**src/logic/game_pkg.sv**
```systemverilog
package game_pkg;

  typedef enum logic [1:0] {
    PH_IDLE  = 2'd0,
    PH_SET   = 2'd1,
    PH_GAME  = 2'd2,
    PH_FINAL = 2'd3
  } phase_t;

  typedef struct packed {
    logic       valid;
    logic       is_digit;
    logic       is_space;
    logic [3:0] digit;
  } key_evt_t;

  typedef struct packed {
    logic       cyc;
    logic       stb;
    logic       we;
    logic       adr;
    logic [8:0] dat;
  } wb_req_t;

  typedef struct packed {
    logic       ack;
    logic [8:0] dat;
  } wb_rsp_t;

  localparam int TICK_CYCLES = 8;        // cycles per game second
  localparam int FINAL_TICKS = 4;
  localparam int TICK_W = $clog2(TICK_CYCLES);
  localparam int HOLD_W = $clog2(FINAL_TICKS + 1);

  localparam logic [8:0]  LFSR_SEED    = 9'h160;
  localparam logic [7:0]  DEFAULT_TIME = 8'h30;  // bcd
  localparam logic [7:0]  DEFAULT_GOAL = 8'h10;  // bcd
  localparam logic [8:0]  SPACE_CODE   = 9'h029;
  localparam logic        ADR_KEY      = 1'b0;
  localparam logic        ADR_START    = 1'b1;
  localparam logic [15:0] NUMS_IDLE    = 16'hFFFF;
  localparam logic [15:0] NUMS_WIN     = 16'hFABC;
  localparam logic [15:0] NUMS_LOSE    = 16'hD05E;

endpackage

```
**src/logic/game_control.sv**
```systemverilog
`timescale 1ns/1ps

module game_control import game_pkg::*; (
  input  logic   clk,
  input  logic   out_rst,
  input  logic   start_pulse,
  input  logic   goal_met,
  input  logic   time_up,
  input  logic   hold_done,
  output phase_t phase,
  output logic   result
);

  phase_t phase_nxt;
  logic   round_end;

  assign round_end = goal_met || time_up;

  always_comb begin
    phase_nxt = phase;
    case (phase)
      PH_IDLE: begin
        if (start_pulse)
          phase_nxt = PH_SET;
      end
      PH_SET: begin
        if (start_pulse)
          phase_nxt = PH_GAME;
      end
      PH_GAME: begin
        if (round_end)
          phase_nxt = PH_FINAL;
      end
      PH_FINAL: begin
        if (hold_done)
          phase_nxt = PH_IDLE;
      end
      default: phase_nxt = PH_IDLE;
    endcase
  end

  always_ff @(posedge clk or posedge out_rst) begin
    if (out_rst) begin
      phase  <= PH_IDLE;
      result <= 1'b0;
    end else begin
      phase <= phase_nxt;
      // goal wins over timeout when both land together
      if (phase == PH_GAME && round_end)
        result <= goal_met;
    end
  end

endmodule

```
**src/logic/key_decoder.sv**
```systemverilog
`timescale 1ns/1ps

module key_decoder import game_pkg::*; (
  input  logic     clk,
  input  logic     out_rst,
  input  wb_req_t  bus_req,
  input  phase_t   phase,
  input  logic     result,
  output wb_rsp_t  bus_rsp,
  output key_evt_t key_evt,
  output logic     start_pulse
);

  logic     ack_q;
  logic     evt_valid_q;
  key_evt_t evt_q;
  logic [8:0] rdat_q;
  logic     accept;

  // main row and keypad digit codes
  function automatic key_evt_t decode(input logic [8:0] code);
    key_evt_t e;
    e = '{valid: 1'b1, is_digit: 1'b1, is_space: 1'b0, digit: 4'd0};
    case (code)
      9'h045, 9'h070: e.digit = 4'd0;
      9'h016, 9'h069: e.digit = 4'd1;
      9'h01E, 9'h072: e.digit = 4'd2;
      9'h026, 9'h07A: e.digit = 4'd3;
      9'h025, 9'h06B: e.digit = 4'd4;
      9'h02E, 9'h073: e.digit = 4'd5;
      9'h036, 9'h074: e.digit = 4'd6;
      9'h03D, 9'h06C: e.digit = 4'd7;
      9'h03E, 9'h075: e.digit = 4'd8;
      9'h046, 9'h07D: e.digit = 4'd9;
      default: begin
        e.is_digit = 1'b0;
        e.is_space = (code == SPACE_CODE);
      end
    endcase
    return e;
  endfunction

  assign accept = bus_req.cyc && bus_req.stb && !ack_q; // no back-to-back acks

  always_ff @(posedge clk or posedge out_rst) begin
    if (out_rst) begin
      ack_q       <= 1'b0;
      evt_valid_q <= 1'b0;
      start_pulse <= 1'b0;
    end else begin
      ack_q       <= accept;
      evt_valid_q <= accept && bus_req.we && (bus_req.adr == ADR_KEY);
      start_pulse <= accept && bus_req.we && (bus_req.adr == ADR_START);
    end
  end

  always_ff @(posedge clk) begin
    if (accept && bus_req.we && bus_req.adr == ADR_KEY)
      evt_q <= decode(bus_req.dat);
    if (accept && !bus_req.we)
      rdat_q <= {6'd0, result, phase}; // status word
  end

  assign key_evt = '{valid: evt_valid_q, is_digit: evt_q.is_digit,
                     is_space: evt_q.is_space, digit: evt_q.digit};
  assign bus_rsp = '{ack: ack_q, dat: rdat_q};

endmodule

```
**src/logic/reaction_game_top.sv**
```systemverilog
`timescale 1ns/1ps

module reaction_game_top import game_pkg::*; (
  input  logic        clk,
  input  logic        out_rst,
  input  wb_req_t     bus_req,
  output wb_rsp_t     bus_rsp,
  output logic [15:0] led,
  output logic [15:0] nums
);

  phase_t     phase;
  key_evt_t   key_evt;
  logic       start_pulse;
  logic       result;
  logic       goal_met;
  logic       time_up;
  logic       hold_done;
  logic       tick;
  logic       edit_goal;
  logic [7:0] time_limit;
  logic [7:0] remaining;

  key_decoder u_key_decoder (
    .clk(clk), .out_rst(out_rst), .bus_req(bus_req), .phase(phase), .result(result),
    .bus_rsp(bus_rsp), .key_evt(key_evt), .start_pulse(start_pulse)
  );

  game_control u_game_control (
    .clk(clk), .out_rst(out_rst), .start_pulse(start_pulse), .goal_met(goal_met),
    .time_up(time_up), .hold_done(hold_done), .phase(phase), .result(result)
  );

  round_timer u_round_timer (
    .clk(clk), .out_rst(out_rst), .phase(phase), .time_limit(time_limit), .tick(tick),
    .remaining(remaining), .time_up(time_up), .hold_done(hold_done)
  );

  target_lfsr u_target_lfsr (
    .clk(clk), .out_rst(out_rst), .phase(phase), .tick(tick), .edit_goal(edit_goal),
    .led(led)
  );

  score_display u_score_display (
    .clk(clk), .out_rst(out_rst), .phase(phase), .result(result), .key_evt(key_evt),
    .led(led), .remaining(remaining), .edit_goal(edit_goal), .time_limit(time_limit),
    .goal_met(goal_met), .nums(nums)
  );

endmodule

```
**src/logic/round_timer.sv**
```systemverilog
`timescale 1ns/1ps

module round_timer import game_pkg::*; (
  input  logic       clk,
  input  logic       out_rst,
  input  phase_t     phase,
  input  logic [7:0] time_limit,
  output logic       tick,
  output logic [7:0] remaining,
  output logic       time_up,
  output logic       hold_done
);

  phase_t              phase_q;
  logic [TICK_W-1:0]   cyc_cnt;
  logic [HOLD_W-1:0]   hold_cnt;

  // counter restarts on every phase change
  assign tick = (phase == phase_q) && (cyc_cnt == TICK_W'(TICK_CYCLES - 1));

  always_ff @(posedge clk or posedge out_rst) begin
    if (out_rst) begin
      phase_q   <= PH_IDLE;
      cyc_cnt   <= '0;
      hold_cnt  <= '0;
      remaining <= 8'd0;
    end else begin
      phase_q <= phase;
      if (phase != phase_q || tick)
        cyc_cnt <= '0;
      else
        cyc_cnt <= cyc_cnt + 1'b1;

      if (phase == PH_SET)
        remaining <= time_limit;         // ready when game starts
      else if (phase == PH_GAME && tick && remaining != 8'd0)
        remaining <= remaining - 8'd1;

      if (phase != PH_FINAL)
        hold_cnt <= '0;
      else if (tick)
        hold_cnt <= hold_cnt + 1'b1;
    end
  end

  assign time_up   = (phase == PH_GAME) && (remaining == 8'd0);
  assign hold_done = (phase == PH_FINAL) && tick && (hold_cnt == HOLD_W'(FINAL_TICKS - 1));

endmodule

```
**src/logic/score_display.sv**
```systemverilog
`timescale 1ns/1ps

module score_display import game_pkg::*; (
  input  logic        clk,
  input  logic        out_rst,
  input  phase_t      phase,
  input  logic        result,
  input  key_evt_t    key_evt,
  input  logic [15:0] led,
  input  logic [7:0]  remaining,
  output logic        edit_goal,
  output logic [7:0]  time_limit,
  output logic        goal_met,
  output logic [15:0] nums
);

  logic [7:0] time_bcd;
  logic [7:0] goal_bcd;
  logic [7:0] hit_bcd;
  logic [3:0] hit_idx;
  logic       hit;

  function automatic logic [7:0] to_bcd(input logic [7:0] b);
    logic [7:0] tens;
    logic [7:0] ones;
    tens = b / 8'd10;
    ones = b % 8'd10;
    return {tens[3:0], ones[3:0]};
  endfunction

  function automatic logic [7:0] bcd_inc(input logic [7:0] v);
    if (v == 8'h99)
      return v;                          // saturate at 99
    if (v[3:0] == 4'd9)
      return {v[7:4] + 4'd1, 4'd0};
    return {v[7:4], v[3:0] + 4'd1};
  endfunction

  assign hit_idx = 4'(5'd16 - {1'b0, key_evt.digit});
  assign hit     = key_evt.valid && key_evt.is_digit && (key_evt.digit != 4'd0) &&
                   led[hit_idx];

  always_ff @(posedge clk or posedge out_rst) begin
    if (out_rst) begin
      time_bcd  <= DEFAULT_TIME;
      goal_bcd  <= DEFAULT_GOAL;
      hit_bcd   <= 8'h00;
      edit_goal <= 1'b0;
    end else begin
      case (phase)
        PH_IDLE: begin
          time_bcd  <= DEFAULT_TIME;
          goal_bcd  <= DEFAULT_GOAL;
          hit_bcd   <= 8'h00;
          edit_goal <= 1'b0;
        end
        PH_SET: begin
          if (key_evt.valid && key_evt.is_space)
            edit_goal <= ~edit_goal;
          else if (key_evt.valid && key_evt.is_digit && edit_goal)
            goal_bcd <= {goal_bcd[3:0], key_evt.digit};
          else if (key_evt.valid && key_evt.is_digit)
            time_bcd <= {time_bcd[3:0], key_evt.digit};
        end
        PH_GAME: begin
          if (hit)
            hit_bcd <= bcd_inc(hit_bcd);
        end
        default: ;
      endcase
    end
  end

  assign time_limit = 8'(time_bcd[7:4]) * 8'd10 + 8'(time_bcd[3:0]);
  assign goal_met   = (phase == PH_GAME) && (hit_bcd == goal_bcd);

  always_comb begin
    case (phase)
      PH_SET:   nums = {time_bcd, goal_bcd};
      PH_GAME:  nums = {to_bcd(remaining), hit_bcd};
      PH_FINAL: nums = result ? NUMS_WIN : NUMS_LOSE;
      default:  nums = NUMS_IDLE;
    endcase
  end

endmodule

```
**src/logic/target_lfsr.sv**
```systemverilog
`timescale 1ns/1ps

module target_lfsr import game_pkg::*; (
  input  logic        clk,
  input  logic        out_rst,
  input  phase_t      phase,
  input  logic        tick,
  input  logic        edit_goal,
  output logic [15:0] led
);

  logic [8:0] lfsr;
  logic [8:0] lfsr_nxt;
  logic       flash;

  // right shift, bit 0 fed back into 8, 6, 5 and 3
  assign lfsr_nxt = {lfsr[0], lfsr[8], lfsr[7] ^ lfsr[0], lfsr[6] ^ lfsr[0],
                     lfsr[5], lfsr[4] ^ lfsr[0], lfsr[3], lfsr[2], lfsr[1]};

  always_ff @(posedge clk or posedge out_rst) begin
    if (out_rst) begin
      lfsr  <= LFSR_SEED;
      flash <= 1'b0;
      led   <= 16'h0000;
    end else begin
      if (phase != PH_GAME)
        lfsr <= LFSR_SEED;
      else if (tick)
        lfsr <= lfsr_nxt;

      if (phase != PH_FINAL)
        flash <= 1'b0;                   // final screen starts dark
      else if (tick)
        flash <= ~flash;

      case (phase)
        PH_IDLE:  led <= 16'h8001;
        PH_SET:   led <= edit_goal ? 16'h80FF : 16'hFF01;
        PH_GAME:  led <= {lfsr, 7'b0000011};
        PH_FINAL: led <= {16{flash}};
        default:  led <= 16'h0000;
      endcase
    end
  end

endmodule

```
**config.mk**
```make
export PLATFORM = sky130hd
export DESIGN_NAME = reaction_game_top
export DESIGN_NICKNAME = d
export VERILOG_FILES = /design/src/logic/game_pkg.sv /design/src/logic/game_control.sv /design/src/logic/key_decoder.sv /design/src/logic/reaction_game_top.sv /design/src/logic/round_timer.sv /design/src/logic/score_display.sv /design/src/logic/target_lfsr.sv
export SDC_FILE = /design/constraint.sdc
export NUM_CORES = 1
export LEC_CHECK = 0
export ABC_AREA = 0
export BUFFER_PORTS_ARGS = -buffer_cell sky130_fd_sc_hd__buf_2
export CORE_AREA = 2 2 96 98
export CTS_CLUSTER_DIAMETER = 80
export DETAILED_ROUTE_END_ITERATION = 8
export DIE_AREA = 0 0 98 100
export GPL_TIMING_DRIVEN = 0
export HOLD_SLACK_MARGIN = 0.12
export PLACE_DENSITY = 0.81
export SYNTH_ARGS = -nofsm -noshare
export SYNTH_HDL_FRONTEND = slang
export SYNTH_HIERARCHICAL = 1
export SYNTH_SLANG_ARGS = --single-unit
export TNS_END_PERCENT = 20
```
**constraint.sdc**
```tcl
create_clock -name clk -period 5.75 [get_ports clk]
set_clock_uncertainty 0.2 [all_clocks]
set_input_delay 1.15 -clock clk [delete_from_list [all_inputs] [get_ports clk]]
set_output_delay 1.15 -clock clk [all_outputs]
set_load 0.03 [all_outputs]
```
Word-level counts from Yosys, hierarchy flattened:

Cells that the tools add are included.

* bits in registers: 82
* output and inout port bits: 42
* word-level logic and storage cells: 174

* add/subtract/negate cells: 7
* reduce and logical (&&, ||, !) cells: 48
* bitwise gates (word level): 6
* equality and inequality tests: 44
* multipliers: 1
* mux-type cells: 44
* div/mod/pow operators: 2
* $lt $le $gt $ge: 1

Operators by type and width (count)
* $eq 9x7->1 const B: 12
* $mux 8: 12
* $pmux 16 s4: 1
* $eq 9x6->1 const B: 7
* $pmux 16 s3: 1
* $pmux 8 s2: 3
* $pmux 4 s9: 1
* $reduce_or 20->1: 1
* $logic_and 1x1->1: 19
* $eq 9x5->1 const B: 2
* $mux 9: 2
* $reduce_or 2->1: 9
* $mux 15: 1
* $mux 14: 1
* $ne 2x2->1 const B: 7
* $mux 1: 11
* $mux 2: 5
* $ne 2x1->1 const B: 5
* $reduce_bool 2->1: 5
* $mux 3: 3
* $add 4x1->4 const B: 2
* $add 8x4->8: 1
* $div 8x4->8 const B: 1
* $eq 8x8->1: 1
* other kinds (29): 40

Longest topological paths before layout:

* depth after elaboration: 13
* mapped depth: 10
* mapped depth without buffers: 9

Cells and area by module:

Netlist, hierarchy kept.

By module, submodules not included
* score_display: cells an instance 310, sequential area each 629.4 µm², area an instance 2573.7 µm², times used 1
* round_timer: cells an instance 96, sequential area each 400.4 µm², area an instance 930.9 µm², times used 1
* target_lfsr: cells an instance 76, sequential area each 554.3 µm², area an instance 929.6 µm², times used 1
* key_decoder: cells an instance 99, sequential area each 345.3 µm², area an instance 889.6 µm², times used 1
* game_control: cells an instance 20, sequential area each 75.1 µm², area an instance 237.7 µm², times used 1

Least setup slack after synthesis:

No wires, ideal clock.

* path type: register to output
* start: register u_round_timer.remaining[3]
* end: output nums[11]
* path buffers: 0
* slack: 1.873 ns
* data required time: 4.400 ns
* cell stages (with the launch flop): 10
* arrival: 2.527 ns
* cells stage by stage: dfrtp_1 nor2b_1 mux2_4 a211oi_4 nand2_2 xnor2_1 ha_1 o21ai_0 a21oi_1 a21oi_1

* longest elaborated chain between the ends: 2

Ends and longest elaborated chain
* from (decl): line round_timer.sv:9 `output logic [7:0] remaining,`
* from (signal assigned): line round_timer.sv:35 `remaining <= time_limit;`
* from (signal assigned): line round_timer.sv:37 `remaining <= remaining - 8'd1;`
* $mod 8x4->8: line score_display.sv:27 `ones = b % 8'd10;`
* $pmux 16 s3: line score_display.sv:78 `case (phase)`
* to (decl): line reaction_game_top.sv:9 `output logic [15:0] nums`

No other way between the ends.

Worst setup path in the final report:

Same ends and word-level chain as after synthesis.

==> impl_metrics.csv <==
group,metric,value,unit
timing,worst_slew_pin_slew,0.971,ns
timing,slew_viol_final,0,
pwr,p_comb_frac,0.590,
pwr,p_leak,2.80,nW
critical_path,start_kind,"flop",
floorplan,initial_utilization,0.626,
pwr,internal-power,1.63,mW
synthesis,yosysTopAreaCellShare,0.283,
placement,hpwlAfterDp,9250,um
synthesis,synth.ff_latch_count,78,
floorplan,pin_count,57,
cts,cts_buffers,9,
global_routing,grt_max_degree,29,
pwr,pwr-share-seq,0.284,
placement,gp_congestion,0.922,
critical_path,r2r_setup_slack,2.70,ns
critical_path,path_max_fanout,15,
cts,cts_tree,"built",
cts,hold_buffers,0,
critical_path,endpoint_kind,"output port",
timing,final.setup.tns,0,ns
floorplan,core-area,8890,sq um
global_routing,grt_pass1_wl,20700,um
layout,synthToLayoutAreaGrowth,10.8,%
timing,slew_headroom,0.347,
critical_path,crit_top_cell,"a21oi_1",
critical_path,arrival,3.02,ns
drt,drtIter0Drc,275,
cts,cts_max_level,3,
drt,avgRoutedWirePerCell,16.0,um
synthesis,synth_seq_area_share,0.360,
floorplan,rows,35,
synthesis,synthArstFlopShare,0.885,
layout,final_cells,783,
global_routing,globalRouteTotalUtil,0.258,
critical_path,worstPathRequired,4.40,ns
placement,port_buffers,50,
global_routing,grt_pass1_vias,4390,
cts,cts_resized,0,
layout,num_antenna_cells,0,
placement,dp.cells,767,
critical_path,crit_family,"compound AO/OA/AOI/OAI gates",
timing,setup_viol,0,
floorplan,die_h,100,um
drt,drt-vias-per-instance,6.01,
pwr,p_switching,1.58,mW
synthesis,synth_warnings,6,
drt,routed_wl,12500,um
drt,drc_errors,0,
timing,rsz0062_at_grt,"no",
timing,clock.fmax,0.229,GHz
pwr,swShare,0.492,
drt,firstDrtPassIters,5,
critical_path,cp_num_buf_inv,1,
synthesis,syn_inst,601,
synthesis,ys.flop_type,"dfrtp_1",
drt,ant_nets,0,
layout,drive_gt1_frac,0.202,
timing,hold_ws,0.269,ns
timing,hold_viol,0,
job,drv_cap,0,
critical_path,max_stage_delay,0.62,ns
layout,multi_input_area,3200,sq um
synthesis,synth_commonest_cells,"dfrtp_1, nor2_1, nand2_1",
critical_path,path_class,"reg2out",
cts,clk_pin_slew,0.09,ns
timing,period_share,0.760,
outcome,status,"finished, final reports clean",
drt,vias,4709,
cts,max-clock-path-buffers,2,
critical_path,crit_chain,"nor2b_1, mux2_4, a211oi_4, nand2_2, xnor2_1, ha_1, o21ai_0, a21oi_1, a21oi_1, buf_2",
cts,clkLatencyLatePin,0.36,ns
synthesis,synthTopCellsByArea,"dfrtp_1, ha_1, edfxtp_1, xnor2_1, nor2_1",
floorplan,die_w,98,um
layout,fillers,707,
timing,fin_crit,4.37,ns
worst_hold_path,hold_class,"reg2reg",
critical_path,crit_slowest_cell,"dfrtp_1",
pwr,power.density,521,nW/um^2
layout,register_area,2000,sq um
global_routing,overflow,0,
pwr,pwr-share-clk,0.126,
synthesis,ys_types,95,
synthesis,synth_area_leader_cell,"dfrtp_1",
synthesis,synth_edf_count,9,
synthesis,netlist_area,5560,sq um
floorplan,die-area,9800,sq um
synthesis,yosysMostFrequentCell,"dfrtp_1",
pwr,vdd.ir_drop.worst,0.262,mV
cts,cts_sinks,78,
synthesis,avgSynthCellArea,9.25,sq um
cts,cts_setup_buffers,0,
cts,root_buffer,"clkbuf_8",
layout,nets,708,
global_routing,antenna_found_initial,0,
==> power groups by stage <==
stage	clock (mW)	combinational, mW	sequential [mW]
after detailed placement	0	1.87	0.920
after global placement	0	1.83	0.913
after floorplan	0	1.41	0.923
after global routing	0.431	2.07	0.939
after CTS	0.409	1.88	0.910
final	0.405	1.89	0.911
==> registers in the layout, summed over array words and instances, names as in the netlist, 2 cells and up <==
name,cells
u_key_decoder/key_evt,6
u_game_control/phase,2
u_target_lfsr/led,12
u_round_timer/hold_cnt,3
u_score_display/time_bcd,8
u_score_display/goal_bcd,8
u_round_timer/cyc_cnt,3
u_target_lfsr/lfsr,9
u_round_timer/phase_q,2
u_score_display/hit_bcd,8
u_key_decoder/rdat_q,3
u_round_timer/remaining,8
==> per-stage QoR <==
| step | worst slack [ns] | power [mW] | area (sq um) | util |
|---|---|---|---|---|
| 2_1_floorplan | 1.87 | 2.33 | 5580 | - |
| 3_3_place_gp | 1.83 | 2.74 | 5970 | 0.671 |
| 3_5_place_dp | 1.81 | 2.79 | 5970 | 0.671 |
| 4_1_cts | 1.41 | 3.20 | 6160 | 0.693 |
| 5_1_grt | 1.19 | 3.44 | 6160 | 0.693 |
| 6_report | 1.38 | 3.21 | 6160 | 0.693 |
==> logic make-up (layout without fill, tap and decap cells) <==
logic type,count (synthesis),in the layout,synth area share
xor+xnor,28,28,0.0454
buf+inv,78,144,0.0679
mux,23,23,0.0524
other cells,1,6,0.000674
fa+ha+maj,26,26,0.0612
flops,78,78,0.360
simple gates,216,216,0.215
compound gates,151,151,0.197
==> cell type report <==
cell class,count,area share
inverters,37,0.0225
plain buffers,41,0.0388
repair buffers,50,0.0406
flip-flops and latches,78,0.325
well taps,111,0.0225
clock inverters,6,0.0102
clock buffers,10,0.0207
multi-input cells,450,0.519
==> routing by layer <==
layer | track usage | wire [um] | vias to the layer above
met5 | 0 | 0 | -
met4 | 0.0844 | 195 | 0
met3 | 0.0362 | 567 | 17
met2 | 0.435 | 6240 | 134
met1 | 0.347 | 5530 | 2285
li1 | - | - | 2273
==> layout by cell type (no fill, tap or decap), types with 6 or more instances in the layout <==
cell type  count
a21o_1        12
a21oi_1       25
a31oi_1       10
and3_1         8
buf_2         60
buf_4         15
clkbuf_1      14
clkbuf_8       9
conb_1         6
dfrtp_1       63
dfstp_2        6
edfxtp_1       9
ha_1          24
inv_1         34
mux2i_1       16
nand2_1       41
nand2b_1      13
nand3_1       29
nor2_1        45
nor2b_1       15
nor3_1        16
nor3b_1        6
o21ai_0       31
o31ai_1        9
xnor2_1       22
==> worst paths after layout <==
check | from | end | cells past startpoint
worst max-delay path | u_round_timer/remaining[3] | nums[11] | 10
worst min-delay path | u_round_timer/cyc_cnt[0] | u_round_timer/cyc_cnt[0] | 1
worst max register to register | u_game_control/phase[1] | u_game_control/phase[1] | 5
worst min register to register | u_round_timer/cyc_cnt[0] | u_round_timer/cyc_cnt[0] | 1
max in group asynchronous | out_rst | u_score_display/goal_bcd[2] | 2
min in group asynchronous | out_rst | u_key_decoder/ack_q | 2
(Power assumes the default switching activity.)
